==> src/rv_mem_pkg.sv <==
package rv_mem_pkg;

    // data and address word of the 64-bit core
    typedef logic [63:0] xlen_t;

    // read transaction id
    typedef logic [3:0] axi_id_t;

    // load kinds, NONE marks a non-load instruction
    typedef enum logic [2:0] {
        NONE = 3'd0,
        LB   = 3'd1,
        LH   = 3'd2,
        LW   = 3'd3,
        LD   = 3'd4,
        LBU  = 3'd5,
        LHU  = 3'd6,
        LWU  = 3'd7
    } load_op_t;

    // id carried by every memory-stage read
    localparam axi_id_t MEM_ID = 4'd2;

    // read address beat
    typedef struct packed {
        xlen_t   addr;
        axi_id_t id;
    } rd_req_t;

    // read data beat
    typedef struct packed {
        xlen_t   data;
        axi_id_t id;
    } rd_rsp_t;

endpackage

==> src/axi_read_arbiter.sv <==
`timescale 1ns/100ps

module axi_read_arbiter #(
    parameter rv_mem_pkg::axi_id_t FETCH_ID = 4'd1
) (
    input  logic                clk,
    input  logic                rst_n,
    // fetch port
    input  logic                fetch_ar_valid,
    input  rv_mem_pkg::rd_req_t fetch_ar_req,
    output logic                fetch_ar_ready,
    output logic                fetch_r_valid,
    output rv_mem_pkg::rd_rsp_t fetch_r_rsp,
    input  logic                fetch_r_ready,
    // memory stage port
    input  logic                mem_ar_valid,
    input  rv_mem_pkg::rd_req_t mem_ar_req,
    output logic                mem_ar_ready,
    output logic                mem_r_valid,
    output rv_mem_pkg::rd_rsp_t mem_r_rsp,
    input  logic                mem_r_ready,
    // external channel
    output logic                ext_ar_valid,
    output rv_mem_pkg::rd_req_t ext_ar_req,
    input  logic                ext_ar_ready,
    input  logic                ext_r_valid,
    input  rv_mem_pkg::rd_rsp_t ext_r_rsp,
    output logic                ext_r_ready
);

    typedef enum logic {
        ARB_IDLE = 1'b0,
        ARB_BUSY = 1'b1
    } arb_state_t;

    arb_state_t state;

    logic last_fetch_q;
    // grant held while a presented request waits for ext_ar_ready
    logic pend_q;
    logic pend_fetch_q;
    logic sel_fetch;
    logic ar_hs;
    logic r_hs;
    logic rsp_fetch;
    logic rsp_mem;

    // round robin, the loser of the last tie goes first
    always_comb begin
        if (pend_q) begin
            sel_fetch = pend_fetch_q;
        end else if (fetch_ar_valid && mem_ar_valid) begin
            sel_fetch = !last_fetch_q;
        end else begin
            sel_fetch = fetch_ar_valid;
        end
    end

    assign ext_ar_valid   = (state == ARB_IDLE) && (sel_fetch ? fetch_ar_valid : mem_ar_valid);
    assign ext_ar_req     = sel_fetch ? fetch_ar_req : mem_ar_req;
    assign fetch_ar_ready = (state == ARB_IDLE) && sel_fetch && ext_ar_ready;
    assign mem_ar_ready   = (state == ARB_IDLE) && !sel_fetch && ext_ar_ready;
    assign ar_hs          = ext_ar_valid && ext_ar_ready;

    // response steering by id
    assign rsp_fetch     = (ext_r_rsp.id == FETCH_ID);
    assign rsp_mem       = (ext_r_rsp.id == rv_mem_pkg::MEM_ID);
    assign fetch_r_valid = (state == ARB_BUSY) && ext_r_valid && rsp_fetch;
    assign mem_r_valid   = (state == ARB_BUSY) && ext_r_valid && rsp_mem;
    assign fetch_r_rsp   = ext_r_rsp;
    assign mem_r_rsp     = ext_r_rsp;

    // unknown ids are sunk so the channel never hangs
    always_comb begin
        if (state != ARB_BUSY) begin
            ext_r_ready = 1'b0;
        end else if (rsp_fetch) begin
            ext_r_ready = fetch_r_ready;
        end else if (rsp_mem) begin
            ext_r_ready = mem_r_ready;
        end else begin
            ext_r_ready = 1'b1;
        end
    end

    assign r_hs = ext_r_valid && ext_r_ready;

    always_ff @(posedge clk or negedge rst_n) begin
        if (!rst_n) begin
            state        <= ARB_IDLE;
            last_fetch_q <= 1'b1;
            pend_q       <= 1'b0;
            pend_fetch_q <= 1'b0;
        end else begin
            case (state)
                ARB_IDLE: begin
                    if (ar_hs) begin
                        state        <= ARB_BUSY;
                        last_fetch_q <= sel_fetch;
                        pend_q       <= 1'b0;
                    end else if (ext_ar_valid) begin
                        pend_q       <= 1'b1;
                        pend_fetch_q <= sel_fetch;
                    end
                end
                // one outstanding read, wait for its data beat
                ARB_BUSY: if (r_hs) state <= ARB_IDLE;
                default: state <= ARB_IDLE;
            endcase
        end
    end

endmodule

==> src/load_extend.sv <==
`timescale 1ns/100ps

module load_extend (
    input  rv_mem_pkg::xlen_t    data,
    input  logic [2:0]           byte_off,
    input  rv_mem_pkg::load_op_t load_op,
    output rv_mem_pkg::xlen_t    result
);

    // doubleword with the addressed byte moved down to bit 0
    rv_mem_pkg::xlen_t shifted;

    assign shifted = data >> {byte_off, 3'b000};

    always_comb begin
        case (load_op)
            // signed loads
            rv_mem_pkg::LB: begin
                result = {{56{shifted[7]}}, shifted[7:0]};
            end
            rv_mem_pkg::LH: begin
                result = {{48{shifted[15]}}, shifted[15:0]};
            end
            rv_mem_pkg::LW: begin
                result = {{32{shifted[31]}}, shifted[31:0]};
            end
            // unsigned loads
            rv_mem_pkg::LBU: begin
                result = {56'd0, shifted[7:0]};
            end
            rv_mem_pkg::LHU: begin
                result = {48'd0, shifted[15:0]};
            end
            rv_mem_pkg::LWU: begin
                result = {32'd0, shifted[31:0]};
            end
            // ld and none keep the whole shifted word
            default: begin
                result = shifted;
            end
        endcase
    end

endmodule

==> src/mem_stage.sv <==
`timescale 1ns/100ps

module mem_stage (
    input  logic                 clk,
    input  logic                 rst_n,
    // execute side
    input  logic                 ex_valid,
    input  rv_mem_pkg::load_op_t load_op,
    input  rv_mem_pkg::xlen_t    base,
    input  rv_mem_pkg::xlen_t    offset,
    input  rv_mem_pkg::xlen_t    ex_result,
    // writeback side
    output logic                 mem_busy,
    output logic                 wb_valid,
    output rv_mem_pkg::xlen_t    wb_result,
    // read request
    output logic                 ar_valid,
    output rv_mem_pkg::rd_req_t  ar_req,
    input  logic                 ar_ready,
    // read response
    input  logic                 r_valid,
    input  rv_mem_pkg::rd_rsp_t  r_rsp,
    output logic                 r_ready
);

    typedef enum logic [1:0] {
        IDLE = 2'd0,
        REQ  = 2'd1,
        WAIT = 2'd2,
        DONE = 2'd3
    } state_t;

    state_t state, state_nxt;

    // latched load
    rv_mem_pkg::xlen_t    addr_q;
    rv_mem_pkg::load_op_t op_q;
    rv_mem_pkg::xlen_t    rdata_q;
    rv_mem_pkg::xlen_t    ext_data;

    logic accept;
    logic ar_hs;
    logic r_hs;

    assign accept = (state == IDLE) && ex_valid && (load_op != rv_mem_pkg::NONE);
    assign ar_hs  = ar_valid && ar_ready;
    assign r_hs   = r_valid && r_ready;

    always_ff @(posedge clk or negedge rst_n) begin
        if (!rst_n) begin
            state <= IDLE;
        end else begin
            state <= state_nxt;
        end
    end

    always_comb begin
        state_nxt = state;
        case (state)
            IDLE: if (accept) state_nxt = REQ;
            // stays until the arbiter takes the request
            REQ:  if (ar_hs) state_nxt = WAIT;
            WAIT: if (r_hs) state_nxt = DONE;
            // single writeback cycle
            DONE: state_nxt = IDLE;
            default: state_nxt = IDLE;
        endcase
    end

    // address and op captured on acceptance
    always_ff @(posedge clk) begin
        if (accept) begin
            addr_q <= base + offset;
            op_q   <= load_op;
        end
        if (r_hs) begin
            rdata_q <= r_rsp.data;
        end
    end

    // doubleword aligned request, low bits kept as byte offset
    assign ar_valid    = (state == REQ);
    assign ar_req.addr = {addr_q[63:3], 3'b000};
    assign ar_req.id   = rv_mem_pkg::MEM_ID;
    assign r_ready     = (state == WAIT);

    assign mem_busy = (state == REQ) || (state == WAIT);
    assign wb_valid = (state == DONE);

    load_extend u_ext (
        .data     (rdata_q),
        .byte_off (addr_q[2:0]),
        .load_op  (op_q),
        .result   (ext_data)
    );

    // non-loads see ex_result straight through
    assign wb_result = (state == DONE) ? ext_data : ex_result;

endmodule

==> src/mem_subsys_top.sv <==
`timescale 1ns/100ps

module mem_subsys_top #(
    parameter rv_mem_pkg::axi_id_t FETCH_ID = 4'd1
) (
    input  logic                 clk,
    input  logic                 rst_n,
    // execute side
    input  logic                 ex_valid,
    input  rv_mem_pkg::load_op_t load_op,
    input  rv_mem_pkg::xlen_t    base,
    input  rv_mem_pkg::xlen_t    offset,
    input  rv_mem_pkg::xlen_t    ex_result,
    // writeback side
    output logic                 mem_busy,
    output logic                 wb_valid,
    output rv_mem_pkg::xlen_t    wb_result,
    // fetch requester
    input  logic                 fetch_ar_valid,
    input  rv_mem_pkg::rd_req_t  fetch_ar_req,
    output logic                 fetch_ar_ready,
    output logic                 fetch_r_valid,
    output rv_mem_pkg::rd_rsp_t  fetch_r_rsp,
    input  logic                 fetch_r_ready,
    // external read channel
    output logic                 ext_ar_valid,
    output rv_mem_pkg::rd_req_t  ext_ar_req,
    input  logic                 ext_ar_ready,
    input  logic                 ext_r_valid,
    input  rv_mem_pkg::rd_rsp_t  ext_r_rsp,
    output logic                 ext_r_ready
);

    // memory stage to arbiter
    logic                mem_ar_valid;
    rv_mem_pkg::rd_req_t mem_ar_req;
    logic                mem_ar_ready;
    logic                mem_r_valid;
    rv_mem_pkg::rd_rsp_t mem_r_rsp;
    logic                mem_r_ready;

    mem_stage u_mem_stage (
        .clk       (clk),
        .rst_n     (rst_n),
        .ex_valid  (ex_valid),
        .load_op   (load_op),
        .base      (base),
        .offset    (offset),
        .ex_result (ex_result),
        .mem_busy  (mem_busy),
        .wb_valid  (wb_valid),
        .wb_result (wb_result),
        .ar_valid  (mem_ar_valid),
        .ar_req    (mem_ar_req),
        .ar_ready  (mem_ar_ready),
        .r_valid   (mem_r_valid),
        .r_rsp     (mem_r_rsp),
        .r_ready   (mem_r_ready)
    );

    axi_read_arbiter #(
        .FETCH_ID (FETCH_ID)
    ) u_arb (
        .clk            (clk),
        .rst_n          (rst_n),
        .fetch_ar_valid (fetch_ar_valid),
        .fetch_ar_req   (fetch_ar_req),
        .fetch_ar_ready (fetch_ar_ready),
        .fetch_r_valid  (fetch_r_valid),
        .fetch_r_rsp    (fetch_r_rsp),
        .fetch_r_ready  (fetch_r_ready),
        .mem_ar_valid   (mem_ar_valid),
        .mem_ar_req     (mem_ar_req),
        .mem_ar_ready   (mem_ar_ready),
        .mem_r_valid    (mem_r_valid),
        .mem_r_rsp      (mem_r_rsp),
        .mem_r_ready    (mem_r_ready),
        .ext_ar_valid   (ext_ar_valid),
        .ext_ar_req     (ext_ar_req),
        .ext_ar_ready   (ext_ar_ready),
        .ext_r_valid    (ext_r_valid),
        .ext_r_rsp      (ext_r_rsp),
        .ext_r_ready    (ext_r_ready)
    );

endmodule

==> config.mk <==
export PLATFORM = sky130hd
export DESIGN_NAME = mem_subsys_top
export DESIGN_NICKNAME = d
export VERILOG_FILES = /design/src/rv_mem_pkg.sv /design/src/axi_read_arbiter.sv /design/src/load_extend.sv /design/src/mem_stage.sv /design/src/mem_subsys_top.sv
export SDC_FILE = /design/constraint.sdc
export NUM_CORES = 1
export LEC_CHECK = 0
export BUFFER_PORTS_ARGS = -buffer_cell sky130_fd_sc_hd__buf_2
export CORE_AREA = 2 2 212 214
export CTS_CLUSTER_DIAMETER = 80
export DETAILED_ROUTE_END_ITERATION = 8
export DIE_AREA = 0 0 214 216
export HOLD_SLACK_MARGIN = 0.06
export PLACE_DENSITY = 0.59
export REMOVE_ABC_BUFFERS = 1
export SETUP_SLACK_MARGIN = 0.15
export SLEW_MARGIN = 25
export SYNTH_ARGS = -nofsm -noshare
export SYNTH_HDL_FRONTEND = slang
export SYNTH_SLANG_ARGS = --single-unit
==> constraint.sdc <==
create_clock -name clk -period 5.4 [get_ports clk]
set_input_delay 0.81 -clock clk [delete_from_list [all_inputs] [get_ports clk]]
set_output_delay 0.81 -clock clk [all_outputs]
set_load 0.05 [all_outputs]
# Yosys cells after proc, flatten, opt, wreduce, memory -nomap -nowiden
# Index checks and enable logic that the tools add are counted.
dict set report totals {
  register_bits 137
  in_bits 338
}
dict set report op_classes {
  eq_ne 14
  n_bitwise 2
  add_sub_neg 1
  shifts 1
  muxes 18
  n_reduce_logical 25
}
# cell n
set op_table {}
lappend op_table {{one-hot mux 64 bit (6 select lines)} 1}
lappend op_table {{two-way mux 68 bit} 1}
lappend op_table {{adder 64 bit} 1}
lappend op_table {{two-way mux 64 bit} 1}
lappend op_table {{right shift 64 x 6 -> 64 bit} 1}
lappend op_table {{logical AND 1 bit} 15}
lappend op_table {{two-way mux 1 bit} 10}
lappend op_table {{equality test 3 bit, second input constant} 3}
lappend op_table {{one-hot mux 2 bit (4 select lines)} 1}
lappend op_table {{equality test 3 x 2 -> 1 bit, second input constant} 2}
lappend op_table {{two-way mux 2 bit} 3}
lappend op_table {{AND reduction 3 bit} 2}
lappend op_table {{equality test 2 bit, second input constant} 2}
lappend op_table {{equality test 4 x 1 -> 1 bit, second input constant} 1}
lappend op_table {{equality test 4 x 2 -> 1 bit, second input constant} 1}
lappend op_table {{inequality test 2 bit, second input constant} 2}
lappend op_table {{AND reduction 2 bit} 2}
lappend op_table {{equality test 3 x 1 -> 1 bit, second input constant} 1}
lappend op_table {{nonzero test 3 bit} 1}
lappend op_table {{equality test 2 x 1 -> 1 bit, second input constant} 1}
lappend op_table {{zero test 1 bit} 2}
lappend op_table {{zero test 2 bit} 1}
lappend op_table {{inequality test 2 x 1 -> 1 bit, second input constant} 1}
lappend op_table {{inverter 1 bit} 2}
lappend op_table {{other kinds (3)} 3}

# Longest topological paths before layout
dict set report logic_depth {
  word_depth 10
  ltp_mapped 12
}

# Modules after synthesis
# From an unflattened synthesis, not the netlist that was laid out.
dict set report hier_totals {
  cells_unflattened 1370
  hier_area_um2 13706.9
}
# module seq_area_each_um2 instances cells_per_inst area_per_inst_um2
set modules_own_cells {}
lappend modules_own_cells {mem_stage 3983.8 1 834 9093.7}
lappend modules_own_cells {load_extend 0.0 1 290 2437.3}
lappend modules_own_cells {axi_read_arbiter 101.3 1 246 2175.8}

# Worst setup path after synthesis
# No wires, ideal clock.
dict set report synth_path {
  path_kind {input to register}
  start {input port ext_r_rsp[3] (netlist name)}
  end {register u_mem_stage.rdata_q[0] (enable)}
  cell_stages 4
  required_time_ns 4.914
  arrival_ns 3.993
  n_path_buf 0
  setup_ns 0.486
  slack_ns 0.921
  path_cell_list {nor2_1 nand3_1 or2_2 nor2_1}
}
dict set report synth_between {
  elab_chain_len 3
}
# item line_no
set synth_lines {}
lappend synth_lines {{start: declaration} mem_subsys_top.sv:30} ;# input rv_mem_pkg::rd_rsp_t ext_r_rsp,
lappend synth_lines {{equality test 4 x 2 -> 1 bit} axi_read_arbiter.sv:67} ;# assign rsp_mem = (ext_r_rsp.id == rv_mem_pkg::MEM_ID);
lappend synth_lines {{logical AND 1 bit} axi_read_arbiter.sv:69} ;# assign mem_r_valid = (state == ARB_BUSY) && ext_r_valid && rsp_mem;
lappend synth_lines {{logical AND 1 bit} mem_stage.sv:47} ;# assign r_hs = r_valid && r_ready;
lappend synth_lines {{via u_mem_stage.r_hs} mem_stage.sv:43} ;# logic r_hs;
lappend synth_lines {{end signal: assignment} mem_stage.sv:77} ;# rdata_q <= r_rsp.data;
lappend synth_lines {{end: declaration} mem_stage.sv:38} ;# rv_mem_pkg::xlen_t rdata_q;
# The timed path passes the listed nets, and every way through them passes these cells.
# A chain may end at the register's enable or synchronous reset.

# Worst setup path after layout
dict set report layout_path {
  start {register u_mem_stage.addr_q[1]}
  end {output port wb_result[30]}
}
dict set report layout_between {
  elab_chain_len 3
}
# item line_no
set layout_lines {}
lappend layout_lines {{start: declaration} mem_stage.sv:36} ;# rv_mem_pkg::xlen_t addr_q;
lappend layout_lines {{start signal: assignment} mem_stage.sv:73} ;# addr_q <= base + offset;
lappend layout_lines {{right shift 64 x 6 -> 64 bit} load_extend.sv:13} ;# assign shifted = data >> {byte_off, 3'b000};
lappend layout_lines {{one-hot mux 64 bit (6 select lines)} load_extend.sv:16} ;# case (load_op)
lappend layout_lines {{two-way mux 64 bit} mem_stage.sv:98} ;# assign wb_result = (state == DONE) ? ext_data : ex_result;
lappend layout_lines {{end: declaration} mem_subsys_top.sv:17} ;# output rv_mem_pkg::xlen_t wb_result,
# No other way between the ends.

==> summary.txt <==
Clock network
  • Clock Latency Late Sink: 0.45 ns
  • Post-CTS Resized: 0
  • CTS tree: yes
  • TritonCTS Buffers: 17
  • Reg clk slew, reported paths: 0.06 ns
  • Maximum level of the CTS H-tree: 4
  • CTS root buf: clkbuf_16
  • CTS sink cnt: 137
  • Post-CTS Setup Repair Bufs: 0
  • Max Buffers Root-to-Sink: 2
  • Cts hold-fix bufs: 0

Place
  • Routability-driven placement congestion ratio: 0.957
  • Port Buffers: 543
  • Placed wire-length estimate: 38.4 mm
  • DP Area: 14700 µm²
  • Setup slack after placement: 1.24 ns
  • Placed Cells incl. Taps: 2319

Global route
  • Vias in the first global route: 11600
  • First-pass GRT wire length: 69.5 mm
  • Initial antenna violation count: 0
  • Largest net degree at the start of global routing: 65
  • Overflow after GRT: 0
  • GRT Total Usage: 19.7%

Final layout
  • Layout area overhead: 28.6%
  • Most frequent cells in the layout: buf_2, a21oi_1, edfxtp_1, nand2_1, nor2_1
  • Share of layout cells above drive strength 1: 39.9%
  • Final non-filler cell total: 2351
  • Post-layout util: 34.7%
  • Commonest non-fill, non-tap cell in the layout: buf_2
  • Fillers: 4566
  • Post-Layout Inst Area: 15200 µm²
  • Final #Nets: 2152
  • # diodes: 0

Drt
  • Top sig layer: met4
  • Detail Route met2 WL: 24.1 mm
  • Vias per cell: 5.07
  • WL met3: 2.93 mm
  • Vias: 11900
  • # DRC: 0
  • Routed wire length per instance: 20.2 µm
  • Pre-antenna DRT Iters: 5
  • DR iter-0 viols: 887
  • Routed metal-1 wirelength: 19.2 mm
  • Routed WL: 47.5 mm
  • Routed Antenna Nets: 0

Logic synthesis
  • Distinct cell type count after synthesis: 68
  • Post-synth EDFFs: 131
  • Post-Syn Instances: 1310
  • Mean Syn Cell Area: 9.04 µm²
  • Register area share after synthesis: 34.5%
  • Synth Flop Type: edfxtp_1
  • Cell Area, Synth: 11800 µm²
  • Synth Register Bits: 137
  • Asr flop ratio synth: 4.38%
  • Synth warn: 0

Critical path
  • Setup CP Type: register to output port
  • CP max FO: 11
  • RR Startpoint: u_mem_stage.state[1]
  • Crit start category: register
  • CP startpoint: u_mem_stage.addr_q[1]
  • CP Capture Type: output port
  • WP data arrival: 3.42 ns
  • CP required: 4.59 ns

Die
  • Placeable Area: 43800 µm²
  • Rows: 77
  • Die X: 214 µm
  • Die Area: 46200 µm²
  • Die Y: 216 µm
  • Initial Util: 27.0%
  • Num ports: 544

Run
  • Maxcap violations: 0

Timing
  • Slew @ Worst Pin: 0.946 ns
  • Setup WS post-layout: 1.17 ns
  • # setup viols final: 0
  • Min Tclk post-route: 4.23 ns
  • Slew Limit Fails: 0
  • Worst Clk Skew: 0.0113 ns
  • Achievable frequency: 236 MHz
  • RSZ-0062 raised after global routing: no
  • Final Cycle Share: 78.4%
  • Final Hold Viols: 0
  • Slew headroom: 37.0%

Power
  • VDD IR max: 0.311 mV
  • Power Density: 452 nW/µm²
  • Pleak: 6.72 nW
  • Total design power: 6.88 mW

Outcome
  • Status: completed

Hold path
  • Worst hold path type: input port to asynchronous set/reset pin
==> through the flow <==
stage / hold slack [ns] / setup TNS, ns
after global placement: 0.558 / 0
after global routing: 0.157 / 0
after detailed placement: 0.574 / 0
after CTS: 0.153 / 0
final: 0.178 / 0
after floorplan: 0.487 / -70.31
==> final cells by class <==
type	instances	area, µm²	area share (%)
repair buffers	560	2850	18.7
well taps	592	741	4.87
clock inverters	14	120	0.789
multi-input cells	1006	6910	45.4
flip-flops and latches	137	4090	26.8
clock buffers	18	429	2.82
inverters	24	90.1	0.592
==> sequential cells by signal, indices dropped and copies added, names as in the netlist <==
register	flops
u_mem_stage.addr_q	64
u_mem_stage.rdata_q	64
u_mem_stage.op_q	3
u_mem_stage.state	2
u_arb.last_fetch_q	1
u_arb.pend_fetch_q	1
u_arb.pend_q	1
u_arb.state	1
==> routing by layer <==
layer  up-vias  global-route usage, %
li1       5601                      -
met1      5652                   23.5
met2       602                   35.7
met3        71                   3.54
met4         0                   6.67
met5         -                      0
==> worst max-delay path, cell delays in order, from the launching register on <==
cell	delay [ns]
edfxtp_1	0.67
mux2_2	0.40
a21oi_1	0.14
o21a_1	0.20
nor2_1	0.07
a31oi_1	0.18
o21a_1	0.53
o21ai_0	0.37
o21a_1	0.19
buf_2	0.20
==> worst paths after layout <==
path | endpoint | slack, ns | cells after the start
max | wb_result[30] | 1.17 | 9
min | u_mem_stage.state[1] | 0.18 | 1
max reg2reg | u_mem_stage.state[0] | 2.85 | 10
min reg2reg | u_mem_stage.state[0] | 0.59 | 1
max in group asynchronous | u_arb.last_fetch_q | 5.00 | 1
min in group clk | u_mem_stage.rdata_q[39] | 0.54 | 1
==> report_power, final <==
part           internal [mW]  total, mW  switching [mW]
clock network          0.634       1.16           0.528
registers               1.35       1.44          0.0871
logic                   1.15       4.28            3.12
total                   3.14       6.88            3.74
==> cell usage after synthesis, types with 20 or more instances <==
cell type	count	share of area, %
mux2_2	77	7.3
ha_1	67	7.1
a21o_1	37	2.3
edfxtp_1	131	33
nand2_1	123	3.9
nor2b_1	20	1.1
o21ai_0	75	3.2
xor2_1	28	2.1
xnor2_1	35	2.6
clkbuf_1	59	1.9
mux2i_1	51	4.3
inv_1	24	0.76
nor2_1	120	3.8
a21oi_1	151	6.4
buf_4	68	4.3
a211oi_1	21	1.3
==> cells by family (layout without fill, tap and decap cells) <==
kind of cell / after synthesis / after routing / synth area share [%]
flops: 137 / 137 / 34.5
mux: 131 / 131 / 12.2
fa+ha+maj: 68 / 68 / 7.25
xor+xnor: 63 / 63 / 4.66
simple gates: 361 / 361 / 14.0
buf+inv: 167 / 616 / 7.52
compound gates: 383 / 383 / 19.8
No activity file was read; power rests on OpenSTA's default activity.
